==> src/rtl/estimatorPkg.sv <==
`default_nettype none

package estimatorPkg;

    // Sizes
    localparam int NumCtrl        = 2;
    localparam int BatchLen       = 8;
    localparam int BatchAddrWidth = 3;
    localparam int RegionCount    = 4;
    localparam int RegionWidth    = 2;
    localparam int BufAddrWidth   = RegionWidth + BatchAddrWidth;
    localparam int PeriodWidth    = 3;

    // Fixed point: 1 sign, 3 integer, 12 fraction bits
    localparam int FracBits   = 12;
    localparam int StateWidth = 16;
    localparam int OutWidth   = 14;

    localparam logic signed [OutWidth-1:0] OutMax = {1'b0, {(OutWidth-1){1'b1}}};
    localparam logic signed [OutWidth-1:0] OutMin = {1'b1, {(OutWidth-1){1'b0}}};

    localparam logic [BatchAddrWidth-1:0] LastIndex = 3'(BatchLen - 1);

    // Pipeline alignment: read port plus LUT register, then state and weight registers
    localparam int StartDelay = 2;
    localparam int ResDelay   = StartDelay + 2;
    localparam logic [PeriodWidth-1:0]    ComputePeriod = 3'd3;
    localparam logic [PeriodWidth-1:0]    ValidPeriod   = 3'd4;
    localparam logic [BatchAddrWidth-1:0] ValidIndex    = 3'd5;

    // Recursion factors, magnitude about 0.9
    localparam logic signed [StateWidth-1:0] LfR = 16'sd3500;
    localparam logic signed [StateWidth-1:0] LfI = 16'sd1200;
    localparam logic signed [StateWidth-1:0] LbR = 16'sd3400;
    localparam logic signed [StateWidth-1:0] LbI = -16'sd1300;

    // Input tables, entry 0 first
    localparam logic signed [0:NumCtrl-1][StateWidth-1:0] FfR = {16'sd500, 16'sd700};
    localparam logic signed [0:NumCtrl-1][StateWidth-1:0] FfI = {-16'sd150, 16'sd200};
    localparam logic signed [0:NumCtrl-1][StateWidth-1:0] FbR = {16'sd450, 16'sd650};
    localparam logic signed [0:NumCtrl-1][StateWidth-1:0] FbI = {16'sd120, -16'sd180};

    // Output weights
    localparam logic signed [StateWidth-1:0] WfR = 16'sd3000;
    localparam logic signed [StateWidth-1:0] WfI = -16'sd1000;
    localparam logic signed [StateWidth-1:0] WbR = 16'sd2800;
    localparam logic signed [StateWidth-1:0] WbI = 16'sd900;

    // Truncating fixed-point product, result wraps to StateWidth
    function automatic logic signed [StateWidth-1:0] mulFix(
        input logic signed [StateWidth-1:0] a,
        input logic signed [StateWidth-1:0] b
    );
        logic signed [2*StateWidth-1:0] prod;
        prod = a * b;
        return prod[FracBits +: StateWidth];
    endfunction

endpackage

`default_nettype wire

==> src/rtl/batchSequencer.sv <==
`default_nettype none

module batchSequencer (
    input  wire                                       clkDS,
    input  wire                                       rst,
    output logic [estimatorPkg::BufAddrWidth-1:0]     writeAddr,
    output logic [estimatorPkg::BufAddrWidth-1:0]     lookAddr,
    output logic [estimatorPkg::BufAddrWidth-1:0]     fwdAddr,
    output logic [estimatorPkg::BufAddrWidth-1:0]     bwdAddr,
    output logic                                      loadStart,
    output logic                                      computeEnable,
    output logic [estimatorPkg::BatchAddrWidth-1:0]   resWriteAddrF,
    output logic [estimatorPkg::BatchAddrWidth-1:0]   resWriteAddrB,
    output logic [estimatorPkg::BatchAddrWidth-1:0]   resReadAddr,
    output logic                                      resBank,
    output logic                                      estimateValid
);
    import estimatorPkg::*;

    logic [BatchAddrWidth-1:0] idx;
    logic [BatchAddrWidth-1:0] idxRev;
    logic [RegionWidth-1:0]    writeReg;
    logic [RegionWidth-1:0]    lookReg;
    logic [RegionWidth-1:0]    idleReg;
    logic [RegionWidth-1:0]    compReg;
    logic [PeriodWidth-1:0]    periodCount;
    logic [StartDelay-1:0]     startPipe;
    logic [BatchAddrWidth-1:0] idxPipe [ResDelay];
    logic [BatchAddrWidth-1:0] idxRevPipe [ResDelay];
    logic [ResDelay-1:0]       bankPipe;
    logic                      periodEnd;

    assign periodEnd = (idx == LastIndex);

    // Batch counters and region rotation
    always_ff @(posedge clkDS or negedge rst) begin
        if (!rst) begin
            idx         <= '0;
            idxRev      <= LastIndex;
            writeReg    <= 2'd0;
            lookReg     <= 2'd3;
            idleReg     <= 2'd2;
            compReg     <= 2'd1;
            periodCount <= '0;
        end else begin
            idx    <= idx + 1'b1;
            idxRev <= idxRev - 1'b1;
            if (periodEnd) begin
                writeReg <= writeReg + 1'b1;
                lookReg  <= writeReg;
                idleReg  <= lookReg;
                compReg  <= idleReg;
                if (periodCount != ValidPeriod) begin
                    periodCount <= periodCount + 1'b1;
                end
            end
        end
    end

    // Strobes and result addresses follow the data through the pipeline
    always_ff @(posedge clkDS or negedge rst) begin
        if (!rst) begin
            startPipe     <= '0;
            bankPipe      <= '0;
            computeEnable <= 1'b0;
            estimateValid <= 1'b0;
            for (int i = 0; i < ResDelay; i++) begin
                idxPipe[i]    <= '0;
                idxRevPipe[i] <= '0;
            end
        end else begin
            startPipe     <= {startPipe[StartDelay-2:0], idx == '0};
            bankPipe      <= {bankPipe[ResDelay-2:0], compReg[0]};
            idxPipe[0]    <= idx;
            idxRevPipe[0] <= idxRev;
            for (int i = 1; i < ResDelay; i++) begin
                idxPipe[i]    <= idxPipe[i-1];
                idxRevPipe[i] <= idxRevPipe[i-1];
            end
            // Batch 0 reaches the forward recursion input
            if (startPipe[StartDelay-2] && periodCount == ComputePeriod) begin
                computeEnable <= 1'b1;
            end
            if (periodCount == ValidPeriod && idx == ValidIndex) begin
                estimateValid <= 1'b1;
            end
        end
    end

    assign writeAddr = {writeReg, idx};
    assign lookAddr  = {lookReg, idxRev};
    assign fwdAddr   = {compReg, idx};
    assign bwdAddr   = {compReg, idxRev};

    assign loadStart     = startPipe[StartDelay-1];
    assign resWriteAddrF = idxPipe[ResDelay-1];
    assign resWriteAddrB = idxRevPipe[ResDelay-1];
    assign resReadAddr   = idxPipe[ResDelay-1];
    assign resBank       = bankPipe[ResDelay-1];

    regionsDistinct: assert property (@(posedge clkDS) disable iff (!rst)
        writeReg != lookReg && writeReg != compReg && lookReg != compReg
        && idleReg != compReg && idleReg != writeReg)
        else $error("sample buffer regions overlap");

    // Backward walk must start its batch when the load lands
    loadOnBoundary: assert property (@(posedge clkDS) disable iff (!rst)
        loadStart |-> $past(idxRev, StartDelay) == LastIndex)
        else $error("recursion load away from a period boundary");

    validAfterCompute: assert property (@(posedge clkDS) disable iff (!rst)
        estimateValid |-> computeEnable && periodCount == ValidPeriod)
        else $error("estimateValid high before the compute pipeline is full");

endmodule

`default_nettype wire

==> src/rtl/sampleBuffer.sv <==
`default_nettype none

module sampleBuffer (
    input  wire                                    clkDS,
    input  wire  [estimatorPkg::NumCtrl-1:0]       ctrlIn,
    input  wire  [estimatorPkg::BufAddrWidth-1:0]  writeAddr,
    input  wire  [estimatorPkg::BufAddrWidth-1:0]  lookAddr,
    input  wire  [estimatorPkg::BufAddrWidth-1:0]  fwdAddr,
    input  wire  [estimatorPkg::BufAddrWidth-1:0]  bwdAddr,
    output logic [estimatorPkg::NumCtrl-1:0]       lookCtrl,
    output logic [estimatorPkg::NumCtrl-1:0]       fwdCtrl,
    output logic [estimatorPkg::NumCtrl-1:0]       bwdCtrl
);
    import estimatorPkg::*;

    // Four regions of one batch each
    logic [NumCtrl-1:0] mem [RegionCount*BatchLen];

    always_ff @(posedge clkDS) begin
        mem[writeAddr] <= ctrlIn;
    end

    // Read regions never match the write region
    always_ff @(posedge clkDS) begin
        lookCtrl <= mem[lookAddr];
        fwdCtrl  <= mem[fwdAddr];
        bwdCtrl  <= mem[bwdAddr];
    end

endmodule

`default_nettype wire

==> src/rtl/controlLut.sv <==
`default_nettype none

module controlLut #(
    parameter bit useForward = 1'b1
) (
    input  wire                                        clkDS,
    input  wire         [estimatorPkg::NumCtrl-1:0]    ctrl,
    output logic signed [estimatorPkg::StateWidth-1:0] termR,
    output logic signed [estimatorPkg::StateWidth-1:0] termI
);
    import estimatorPkg::*;

    logic signed [StateWidth-1:0] sumR;
    logic signed [StateWidth-1:0] sumI;

    // Each bit adds its entry when set and subtracts it when clear
    always_comb begin
        sumR = '0;
        sumI = '0;
        for (int i = 0; i < NumCtrl; i++) begin
            if (ctrl[i]) begin
                sumR = sumR + (useForward ? $signed(FfR[i]) : $signed(FbR[i]));
                sumI = sumI + (useForward ? $signed(FfI[i]) : $signed(FbI[i]));
            end else begin
                sumR = sumR - (useForward ? $signed(FfR[i]) : $signed(FbR[i]));
                sumI = sumI - (useForward ? $signed(FfI[i]) : $signed(FbI[i]));
            end
        end
    end

    always_ff @(posedge clkDS) begin
        termR <= sumR;
        termI <= sumI;
    end

endmodule

`default_nettype wire

==> src/rtl/complexRecursion.sv <==
`default_nettype none

module complexRecursion #(
    parameter bit useForward = 1'b1
) (
    input  wire                                        clkDS,
    input  wire                                        rst,
    input  wire  signed [estimatorPkg::StateWidth-1:0] inR,
    input  wire  signed [estimatorPkg::StateWidth-1:0] inI,
    input  wire                                        loadStart,
    input  wire  signed [estimatorPkg::StateWidth-1:0] startR,
    input  wire  signed [estimatorPkg::StateWidth-1:0] startI,
    output logic signed [estimatorPkg::StateWidth-1:0] stateR,
    output logic signed [estimatorPkg::StateWidth-1:0] stateI
);
    import estimatorPkg::*;

    logic signed [StateWidth-1:0] factorR;
    logic signed [StateWidth-1:0] factorI;
    logic signed [StateWidth-1:0] nextR;
    logic signed [StateWidth-1:0] nextI;

    assign factorR = useForward ? LfR : LbR;
    assign factorI = useForward ? LfI : LbI;

    // Load replaces the feedback term, input is still added
    always_comb begin
        if (loadStart) begin
            nextR = startR + inR;
            nextI = startI + inI;
        end else begin
            nextR = mulFix(factorR, stateR) - mulFix(factorI, stateI) + inR;
            nextI = mulFix(factorR, stateI) + mulFix(factorI, stateR) + inI;
        end
    end

    always_ff @(posedge clkDS or negedge rst) begin
        if (!rst) begin
            stateR <= '0;
            stateI <= '0;
        end else begin
            stateR <= nextR;
            stateI <= nextI;
        end
    end

endmodule

`default_nettype wire

==> src/rtl/resultCombiner.sv <==
`default_nettype none

module resultCombiner (
    input  wire                                         clkDS,
    input  wire                                         rst,
    input  wire  signed [estimatorPkg::StateWidth-1:0]  fwdR,
    input  wire  signed [estimatorPkg::StateWidth-1:0]  fwdI,
    input  wire  signed [estimatorPkg::StateWidth-1:0]  bwdR,
    input  wire  signed [estimatorPkg::StateWidth-1:0]  bwdI,
    input  wire         [estimatorPkg::BatchAddrWidth-1:0] resWriteAddrF,
    input  wire         [estimatorPkg::BatchAddrWidth-1:0] resWriteAddrB,
    input  wire         [estimatorPkg::BatchAddrWidth-1:0] resReadAddr,
    input  wire                                         resBank,
    output logic        [estimatorPkg::OutWidth-1:0]    estimate
);
    import estimatorPkg::*;

    logic signed [StateWidth-1:0] weightF;
    logic signed [StateWidth-1:0] weightB;
    logic signed [StateWidth-1:0] storeF [2*BatchLen];
    logic signed [StateWidth-1:0] storeB [2*BatchLen];
    logic signed [StateWidth-1:0] readF;
    logic signed [StateWidth-1:0] readB;
    logic signed [OutWidth-1:0]   partF;
    logic signed [OutWidth-1:0]   partB;
    logic signed [StateWidth:0]   sumWide;
    logic signed [OutWidth-1:0]   sum;

    function automatic logic signed [OutWidth-1:0] clip(input logic signed [StateWidth:0] v);
        if (v > OutMax) begin
            return OutMax;
        end else if (v < OutMin) begin
            return OutMin;
        end
        return v[OutWidth-1:0];
    endfunction

    // Real part of the weighted state
    always_ff @(posedge clkDS) begin
        weightF <= mulFix(WfR, fwdR) - mulFix(WfI, fwdI);
        weightB <= mulFix(WbR, bwdR) - mulFix(WbI, bwdI);
    end

    // Backward results land at their descending index, so an ascending
    // read of the other bank pairs them with the forward results
    always_ff @(posedge clkDS) begin
        storeF[{resBank, resWriteAddrF}] <= weightF;
        storeB[{resBank, resWriteAddrB}] <= weightB;
        readF <= storeF[{~resBank, resReadAddr}];
        readB <= storeB[{~resBank, resReadAddr}];
    end

    // Scale by two into the output format
    assign partF   = clip({readF, 1'b0});
    assign partB   = clip({readB, 1'b0});
    assign sumWide = partF + partB;
    assign sum     = clip(sumWide);

    // Offset binary out
    always_ff @(posedge clkDS or negedge rst) begin
        if (!rst) begin
            estimate <= '0;
        end else begin
            estimate <= {~sum[OutWidth-1], sum[OutWidth-2:0]};
        end
    end

endmodule

`default_nettype wire

==> src/rtl/batchEstimatorTop.sv <==
`default_nettype none

module batchEstimatorTop (
    input  wire                                clkDS,
    input  wire                                rst,
    input  wire  [estimatorPkg::NumCtrl-1:0]   ctrlIn,
    output logic [estimatorPkg::OutWidth-1:0]  estimate,
    output logic                               estimateValid
);
    import estimatorPkg::*;

    logic [BufAddrWidth-1:0]   writeAddr;
    logic [BufAddrWidth-1:0]   lookAddr;
    logic [BufAddrWidth-1:0]   fwdAddr;
    logic [BufAddrWidth-1:0]   bwdAddr;
    logic                      loadStart;
    logic                      computeEnable;
    logic [BatchAddrWidth-1:0] resWriteAddrF;
    logic [BatchAddrWidth-1:0] resWriteAddrB;
    logic [BatchAddrWidth-1:0] resReadAddr;
    logic                      resBank;

    logic [NumCtrl-1:0] lookCtrl;
    logic [NumCtrl-1:0] fwdCtrl;
    logic [NumCtrl-1:0] bwdCtrl;

    logic signed [StateWidth-1:0] lookTermR;
    logic signed [StateWidth-1:0] lookTermI;
    logic signed [StateWidth-1:0] fwdTermR;
    logic signed [StateWidth-1:0] fwdTermI;
    logic signed [StateWidth-1:0] bwdTermR;
    logic signed [StateWidth-1:0] bwdTermI;
    logic signed [StateWidth-1:0] fwdInR;
    logic signed [StateWidth-1:0] fwdInI;

    logic signed [StateWidth-1:0] lookStateR;
    logic signed [StateWidth-1:0] lookStateI;
    logic signed [StateWidth-1:0] fwdStateR;
    logic signed [StateWidth-1:0] fwdStateI;
    logic signed [StateWidth-1:0] bwdStateR;
    logic signed [StateWidth-1:0] bwdStateI;

    batchSequencer sequencer (
        .clkDS         (clkDS),
        .rst           (rst),
        .writeAddr     (writeAddr),
        .lookAddr      (lookAddr),
        .fwdAddr       (fwdAddr),
        .bwdAddr       (bwdAddr),
        .loadStart     (loadStart),
        .computeEnable (computeEnable),
        .resWriteAddrF (resWriteAddrF),
        .resWriteAddrB (resWriteAddrB),
        .resReadAddr   (resReadAddr),
        .resBank       (resBank),
        .estimateValid (estimateValid)
    );

    sampleBuffer samples (
        .clkDS     (clkDS),
        .ctrlIn    (ctrlIn),
        .writeAddr (writeAddr),
        .lookAddr  (lookAddr),
        .fwdAddr   (fwdAddr),
        .bwdAddr   (bwdAddr),
        .lookCtrl  (lookCtrl),
        .fwdCtrl   (fwdCtrl),
        .bwdCtrl   (bwdCtrl)
    );

    controlLut #(.useForward(1'b0)) lookLut (
        .clkDS (clkDS),
        .ctrl  (lookCtrl),
        .termR (lookTermR),
        .termI (lookTermI)
    );

    controlLut #(.useForward(1'b1)) fwdLut (
        .clkDS (clkDS),
        .ctrl  (fwdCtrl),
        .termR (fwdTermR),
        .termI (fwdTermI)
    );

    controlLut #(.useForward(1'b0)) bwdLut (
        .clkDS (clkDS),
        .ctrl  (bwdCtrl),
        .termR (bwdTermR),
        .termI (bwdTermI)
    );

    // No forward input until batch 0 arrives
    assign fwdInR = computeEnable ? fwdTermR : '0;
    assign fwdInI = computeEnable ? fwdTermI : '0;

    // Lookahead restarts from zero each period
    complexRecursion #(.useForward(1'b0)) lookRec (
        .clkDS     (clkDS),
        .rst       (rst),
        .inR       (lookTermR),
        .inI       (lookTermI),
        .loadStart (loadStart),
        .startR    ('0),
        .startI    ('0),
        .stateR    (lookStateR),
        .stateI    (lookStateI)
    );

    complexRecursion #(.useForward(1'b0)) bwdRec (
        .clkDS     (clkDS),
        .rst       (rst),
        .inR       (bwdTermR),
        .inI       (bwdTermI),
        .loadStart (loadStart),
        .startR    (lookStateR),
        .startI    (lookStateI),
        .stateR    (bwdStateR),
        .stateI    (bwdStateI)
    );

    complexRecursion #(.useForward(1'b1)) fwdRec (
        .clkDS     (clkDS),
        .rst       (rst),
        .inR       (fwdInR),
        .inI       (fwdInI),
        .loadStart (1'b0),
        .startR    ('0),
        .startI    ('0),
        .stateR    (fwdStateR),
        .stateI    (fwdStateI)
    );

    resultCombiner combiner (
        .clkDS         (clkDS),
        .rst           (rst),
        .fwdR          (fwdStateR),
        .fwdI          (fwdStateI),
        .bwdR          (bwdStateR),
        .bwdI          (bwdStateI),
        .resWriteAddrF (resWriteAddrF),
        .resWriteAddrB (resWriteAddrB),
        .resReadAddr   (resReadAddr),
        .resBank       (resBank),
        .estimate      (estimate)
    );

endmodule

`default_nettype wire

==> config.mk <==
export PLATFORM = sky130hd
export DESIGN_NAME = batchEstimatorTop
export DESIGN_NICKNAME = d
export VERILOG_FILES = /design/src/rtl/estimatorPkg.sv /design/src/rtl/batchSequencer.sv /design/src/rtl/sampleBuffer.sv /design/src/rtl/controlLut.sv /design/src/rtl/complexRecursion.sv /design/src/rtl/resultCombiner.sv /design/src/rtl/batchEstimatorTop.sv
export SDC_FILE = /design/constraint.sdc
export NUM_CORES = 2
export LEC_CHECK = 0
export BUFFER_PORTS_ARGS = -buffer_cell sky130_fd_sc_hd__buf_2
export CORE_UTILIZATION = 35
export CTS_CLUSTER_SIZE = 20
export DETAILED_ROUTE_END_ITERATION = 6
export PLACE_DENSITY = 0.52
export RECOVER_POWER = 25
export SLEW_MARGIN = 5
export SYNTH_ARGS = -nofsm -noshare
export SYNTH_HDL_FRONTEND = slang
export SYNTH_HIERARCHICAL = 1
export SYNTH_SLANG_ARGS = --single-unit
==> constraint.sdc <==
create_clock -name clkDS -period 8.32 [get_ports clkDS]
set_input_delay 0.832 -clock clkDS [delete_from_list [all_inputs] [get_ports clkDS]]
set_output_delay 0.832 -clock clkDS [all_outputs]
set_load 0.02 [all_outputs]
After elaboration in Yosys (flattened, before gate mapping)

Memory sizes are Yosys's and may differ from the RTL's. A register that Yosys moved wholly into a read port is not among the register bits.
Index checks and enable logic that the tools add are counted.
Widths: inputs -> output; s select.

$add $sub $neg: 33
$mul: 16
Magnitude comparators: 6
Eq/ne operators: 5
Muxes and demuxes: 33
Bitwise operators: 2
Reductions and logical operators: 4

Operators with widths:

| cell                   | count |
|---|---|
| $mux 16                | 18 |
| $add 16x16->16         | 11 |
| $mux 14                | 9 |
| $mul 10x16->25 const A | 5 |
| $mul 10x16->26 const A | 4 |
| $sub 16x16->16         | 5 |
| $mul 8x16->24 const A  | 3 |
| $mul 11x16->26 const A | 2 |
| $gt 17x14->1 const B   | 3 |
| $lt 17x14->1 const B   | 3 |
| $add 16x11->16 const B | 3 |
| $add 16x9->16 const B  | 3 |
| $sub 16x11->16 const B | 3 |
| $sub 16x9->16 const B  | 3 |
| $mul 9x16->25 const A  | 1 |
| $mul 9x16->24 const A  | 1 |
| $add 14x14->15         | 1 |
| $eq 3x3->1 const B     | 3 |
| $add 3x1->3 const B    | 2 |
| $mux 1                 | 6 |
| $eq 3x2->1 const B     | 1 |
| $logic_not 3->1        | 1 |
| $ne 3x3->1 const B     | 1 |
| $sub 3x1->3 const B    | 1 |
| other kinds (4)        | 6 |

Register bits after elaboration: 287
Bits in writable memories: 576
Input port bits: 4
Output and inout port bits: 15
Logic and storage cells: 136
Memories kept: 3

Memories:

| memory          | depth | width | rd ports | clocked after Yosys merged registers in | write ports | line                 | text |
|---|---|---|---|---|---|---|---|
| combiner.storeB | 16    | 16    | 1        | 1                                       | 1           | resultCombiner.sv:21 | `logic signed [StateWidth-1:0] storeB [2*BatchLen];` |
| combiner.storeF | 16    | 16    | 1        | 1                                       | 1           | resultCombiner.sv:20 | `logic signed [StateWidth-1:0] storeF [2*BatchLen];` |
| samples.mem     | 32    | 2     | 3        | 3                                       | 1           | sampleBuffer.sv:17   | `logic [NumCtrl-1:0] mem [RegionCount*BatchLen];` |

Logic depth before layout (Yosys ltp)

Depth in word-level cells: 10
Gate-level depth with buffers: 33
Mapped depth without buffers: 33

Cells and area by module

Netlist, hierarchy kept.

By module, submodules not included:

| module                     | instances | cells an instance | area each (um2) | seq. area each (um2) |
|---|---|---|---|---|
| resultCombiner             | 1         | 2,187             | 32,849.0        | 17,006.3 |
| complexRecursion (bwdRec)  | 1         | 1,862             | 16,629.7        | 800.8 |
| complexRecursion (lookRec) | 1         | 1,842             | 16,567.1        | 800.8 |
| complexRecursion (fwdRec)  | 1         | 1,605             | 14,615.3        | 800.8 |
| sampleBuffer               | 1         | 334               | 4,101.4         | 2,042.0 |
| batchSequencer             | 1         | 103               | 1,674.1         | 1,234.9 |
| controlLut (bwdLut ...)    | 2         | 48                | 459.2           | 160.2 |
| controlLut (fwdLut)        | 1         | 47                | 455.4           | 160.2 |
| batchEstimatorTop          | 1         | 36                | 259.0           | 0.0 |

Worst setup path before layout

Ideal clock, no wire load.

Path type: register to register
Start: reg fwdRec/stateI[5] (netlist name)
End: reg fwdRec/stateI[15] (netlist name)
Library setup time: 0.079 ns
Arrival time: 7.198 ns
Data required time: 8.241 ns
Slack: 1.043 ns
Cell stages (with the launch flop): 31
Buffers on the path: 0
Period minus slack after synthesis: 7.277 ns
Cells stage by stage: dfrtp_1 -> ha_1 -> inv_1 -> fa_1 -> inv_1 -> fa_1 -> fa_1 -> inv_1 -> fa_1 -> inv_1 -> ha_1 -> o41a_1 -> a21oi_1 -> nor2b_1 -> o21a_1 -> o21a_1 -> nor2_1 -> xor2_1 -> fa_1 -> inv_1 -> ha_1 -> or2_2 -> a21oi_1 -> a21oi_1 -> a41o_1 -> nor4_1 -> o41ai_1 -> a21o_1 -> xor2_1 -> xnor3_1 -> mux2i_1

Word-level cells in the longest chain between the ends: 3

Ends and longest elaborated chain:

| item                         | line                   | text |
|---|---|---|
| from (decl)                  | complexRecursion.sv:14 | `output logic signed [estimatorPkg::StateWidth-1:0] stateI` |
| from (signal assigned)       | complexRecursion.sv:43 | `stateI <= nextI;` |
| $mul 11x16->26               | estimatorPkg.sv:55     | `prod = a * b;` |
| $add 16x16->16 (2 in series) | complexRecursion.sv:33 | `nextI = mulFix(factorR, stateI) + mulFix(factorI, stateR) + inI;` |
| net fwdRec.nextI[15]         | complexRecursion.sv:21 | `logic signed [StateWidth-1:0] nextI;` |

The timed path passes the listed nets, and every way through them passes these cells.
A chain may end at the register's enable or synchronous reset.

Worst setup path in the final report

Start: reg bwdRec/stateI[3] (netlist name)
End: reg bwdRec/stateR[15] (netlist name)

Word-level cells in the longest chain between the ends: 4

Ends and longest elaborated chain:

| item                   | line                   | text |
|---|---|---|
| from (decl)            | complexRecursion.sv:14 |  |
| from (signal assigned) | complexRecursion.sv:43 |  |
| $mul 10x16->26         | estimatorPkg.sv:55     |  |
| $sub 16x16->16         | complexRecursion.sv:32 | `nextR = mulFix(factorR, stateR) - mulFix(factorI, stateI) + inR;` |
| $add 16x16->16         | complexRecursion.sv:32 |  |
| $mux 16                | complexRecursion.sv:28 | `if (loadStart) begin` |
| net bwdRec.nextR[15]   | complexRecursion.sv:20 | `logic signed [StateWidth-1:0] nextR;` |
| to (signal assigned)   | complexRecursion.sv:42 | `stateR <= nextR;` |
| to (decl)              | complexRecursion.sv:13 | `output logic signed [estimatorPkg::StateWidth-1:0] stateR,` |

The timed path passes the listed nets, and every way through them passes these cells.

==> summary by stage <==
Run status
The flow ran to the end, but the final reports show violations. The final reports fail on capacitance limit, slew limit.

Route
The DRC violations left is 0. The remaining antenna violation count is 0. The initial DRC count is 2603. Dividing the detail-routed via count by the number of cells gives 4.70. The detailed-route via count is 54.9k. The total wirelength of the detailed-routed design is around 200000 um. The number of detailed-route iterations in the first pass is 7. The wire length per cell after detailed routing is 17.5 um.

Layout
The leading cell type in the layout, fill and taps excluded is sky130_fd_sc_hd__inv_1. In the layout the commonest cells are 2033 x sky130_fd_sc_hd__inv_1, 1329 x sky130_fd_sc_hd__ha_1, 927 x sky130_fd_sc_hd__fa_1. The number of standard cells in the final layout excluding fillers is 11.7k. The filler cell count in the final layout is 24.4k. In the final layout, the share of cells above drive strength 1 is 7.71%. The number of nets in the layout is roughly 11k.

From synthesis to final layout, the design area changed by 9.21%.

CTS
Counting the buffers created by CTS gives 98. In this run, post-CTS hold repair placed 0 buffers. The CTS tree is yes.

The maximum number of buffers from clock root to sink is 3. The post-CTS setup buffer count is 0. The quantity of gates resized following cts is 0. The cell chosen for the clock root is sky130_fd_sc_hd__clkbuf_16.

Clock tree synthesis found a total of 829 sinks. The H-tree depth is 3. The clock reaches the later pin of the worst-skew pair after 0.76 ns. Clock-pin slew was measured on the worst setup and hold paths at 0.06 ns.

Yosys
After synthesis, the netlist uses 110 different library cells. After synthesis, the cell types taking the most area are sky130_fd_sc_hd__fa_1 21%, sky130_fd_sc_hd__edfxtp_1 20%, sky130_fd_sc_hd__ha_1 19%. The total standard cell area after synthesis is 88100 um2. The most used flip-flop cell after synthesis is sky130_fd_sc_hd__edfxtp_1. The synthesized netlist cell count is between 8k and 9k.

The synthesized area per cell is 10.9 um2. Yosys printed 6 warnings. The number of enable-type register cells in the synthesized netlist is 576. For this run, asynchronously set or reset flops after synthesis account for 19.2%. Summed over its instances, the top area cell type makes up 21.1% of the synthesized netlist area. The largest area contributor in the synthesized netlist is sky130_fd_sc_hd__fa_1.

The proportion of synthesized chip area in sequential cells is 26.3%. The total of flip-flops plus latches after synthesis is 829.

Worst setup path
In this run the critical register-to-register path is captured at bwdRec/stateR[15]. In this run the critical register-to-register path is launched from bwdRec/stateI[3]. The worst setup path is of the reg2reg kind.

Of all nets on the critical path, the largest fanout is 12. The cell at the slowest stage of the critical path is sky130_fd_sc_hd__dfrtp_1. The delay contributed by the slowest stage of the critical path is 0.66 ns.

The worst reg-to-reg path cell count is 26. The required arrival time at the worst endpoint is 8.92 ns. The setup slack on the worst flop-to-flop path is 0.39 ns. The startpoint kind of the worst setup timing path is a flop.

STA classifies the critical path endpoint as a flop. The data arrival time of the worst path is 8.52 ns. Counting stages on the worst path, the most repeated cell is sky130_fd_sc_hd__fa_1.

Global routing
The pin count of the biggest net entering global routing is 101. The number of antenna violations at the first check in global routing is 7. The first global-routing pass estimated approximately 330000 um of wire. The total overflow left after global routing is 0. The global-route usage over all layers is 16.6%. The via count of the first global-routing pass was 59.0k.

Place
The congestion estimate from routability-driven global placement came to 0.853. Once placement completed, the tool counted placed cells totaling between 10k and 15k. Once detailed placement completed, the half-perimeter wirelength came to ~160000 um. Input and output buffers added on the ports amount to 18.

Timing
The max-slew violation total from the final report is 83. The final count of hold timing violations is 0. The clock arrives with 0.0994 ns of skew. Subtracting the final worst setup slack from the clock period gives just under 8 ns. The part of the cycle the worst path needs is 95.3%. The upper clock frequency limit is between 0.1 and 0.15 GHz. The setup-violating endpoint count in the final report is 0. At the pin with the least slew margin, the transition time is 5.71 ns. Headroom to the max-slew limit came out at -281%. The sum of negative setup slack is 0 ns. Setup repair after global routing left no endpoint under its margin.

Die
Measured along the x axis, the die boundary spans ~500 um. For this design the top-level I/O count stands at 19. Measured along the y axis, the die boundary spans 504 um. The die covers 254000 um2. The core region is about 250000 um2.

The standard-cell row count is about 180. For this configuration, the core starts out at a cell density of 35.3%.

Hold path
Counting instances, the worst hold path has a depth of 0. The path category of the worst min-delay check is reg2reg. The worst hold path begins at sequencer/bankPipe[2]. The worst-case hold path end point is sequencer/bankPipe[3].

Run
Max-cap violations in this run came to 1.
## registers in the layout, summed over array words and instances (netlist names), 16 cells and up
name,count
combiner/readF,16
bwdRec/stateR,16
combiner/readB,16
combiner/storeF,256
combiner/weightB,16
combiner/weightF,16
bwdRec/stateI,16
samples/mem,64
fwdRec/stateI,16
lookRec/stateR,16
combiner/storeB,256
lookRec/stateI,16
fwdRec/stateR,16
## layout make-up
class | instances | area [um2] | share of cell area, %
Antenna cell | 1 | 2.50 | 0.00260
Sequential cell | 829 | 23200 | 24.1
Clock buffer | 133 | 2720 | 2.83
Tap cell | 3330 | 4170 | 4.33
Inverter | 2035 | 7640 | 7.94
Timing Repair Buffer | 146 | 1060 | 1.10
Clock inverter | 53 | 852 | 0.886
Multi-Input combinational cell | 5142 | 56500 | 58.8
## synth_stat cells, types with 14 or more instances
cell type	instances
sky130_fd_sc_hd__a211oi_1	19
sky130_fd_sc_hd__a21boi_0	16
sky130_fd_sc_hd__a21o_1	95
sky130_fd_sc_hd__a21oi_1	267
sky130_fd_sc_hd__a22oi_1	44
sky130_fd_sc_hd__a31oi_1	40
sky130_fd_sc_hd__and2_1	23
sky130_fd_sc_hd__and2_2	32
sky130_fd_sc_hd__and3_1	28
sky130_fd_sc_hd__buf_1	14
sky130_fd_sc_hd__buf_4	89
sky130_fd_sc_hd__clkbuf_1	53
sky130_fd_sc_hd__dfrtp_1	152
sky130_fd_sc_hd__dfxtp_1	94
sky130_fd_sc_hd__edfxtp_1	576
sky130_fd_sc_hd__fa_1	927
sky130_fd_sc_hd__ha_1	1329
sky130_fd_sc_hd__inv_1	2033
sky130_fd_sc_hd__mux2i_1	116
sky130_fd_sc_hd__mux4_2	160
sky130_fd_sc_hd__nand2_1	196
sky130_fd_sc_hd__nand2b_1	46
sky130_fd_sc_hd__nand3_1	59
sky130_fd_sc_hd__nand4_1	27
sky130_fd_sc_hd__nor2_1	345
sky130_fd_sc_hd__nor2b_1	79
sky130_fd_sc_hd__nor3_1	117
sky130_fd_sc_hd__o21a_1	102
sky130_fd_sc_hd__o21ai_0	165
sky130_fd_sc_hd__o21ai_1	17
sky130_fd_sc_hd__o21bai_1	18
sky130_fd_sc_hd__o31ai_1	16
sky130_fd_sc_hd__or2_2	38
sky130_fd_sc_hd__or3_1	21
sky130_fd_sc_hd__xnor2_1	295
sky130_fd_sc_hd__xor2_1	191
## worst max-delay path, delay by kind of cell (launching register included)
kind / cells / cell delay, ns
fa+ha+maj: 8 / 3.53
compound gates: 10 / 2.10
xor+xnor: 4 / 0.77
flops: 1 / 0.66
simple gates: 2 / 0.65
buf+inv: 2 / 0.09
## how the worst max path moves through the flow
stage | to | depth (start not counted) | startpoint
after floorplan | fwdRec/stateI[15] | 30 | fwdRec/stateI[5]
after CTS | fwdRec/stateR[15] | 27 | fwdRec/stateR[6]
final | bwdRec/stateR[15] | 26 | bwdRec/stateI[3]
after global placement | bwdRec/stateR[15] | 29 | bwdRec/stateI[4]
after detailed placement | fwdRec/stateR[15] | 27 | fwdRec/stateR[6]
after global routing | bwdRec/stateR[15] | 29 | bwdRec/stateI[2]
## layer usage
layer	up-vias	GRT usage (%)	share of wire (%)
met5	-	0	0.0064
met4	2	2.90	1.6
met3	166	1.32	2.6
met2	654	28.6	48
met1	27400	23.0	47
li1	26600	-	-
## metrics by stage
stage               worst slack, ns  area [um2]  utilization (%)  hold slack [ns]
global placement              0.389       92600             37.1            0.334
global route                0.00527       96200             38.6            0.350
detailed placement            0.275       92600             37.1            0.335
finish                        0.391       96200             38.6            0.345
floorplan                      1.04       88400                -            0.331
CTS                           0.224       96200             38.6            0.108
## cells by family (layout without fill, tap and decap cells)
| logic type | after synthesis | in the layout | synth area share [%] |
|---|---|---|---|
| adders and majority gates | 2256 | 2256 | 40.0 |
| buffers and inverters | 2219 | 2367 | 10.0 |
| and+or+nand+nor | 1072 | 1072 | 5.99 |
| AOI/OAI and AO/OA | 950 | 950 | 7.17 |
| DFF | 829 | 829 | 26.3 |
| xor gates and xnor gates | 492 | 492 | 4.99 |
| muxes | 287 | 287 | 5.55 |
| other | 7 | 86 | 0.0298 |
Power is left out: the tool's default activity adds up to more than one toggle a clock period on the data nets, which glitch-free logic cannot reach.
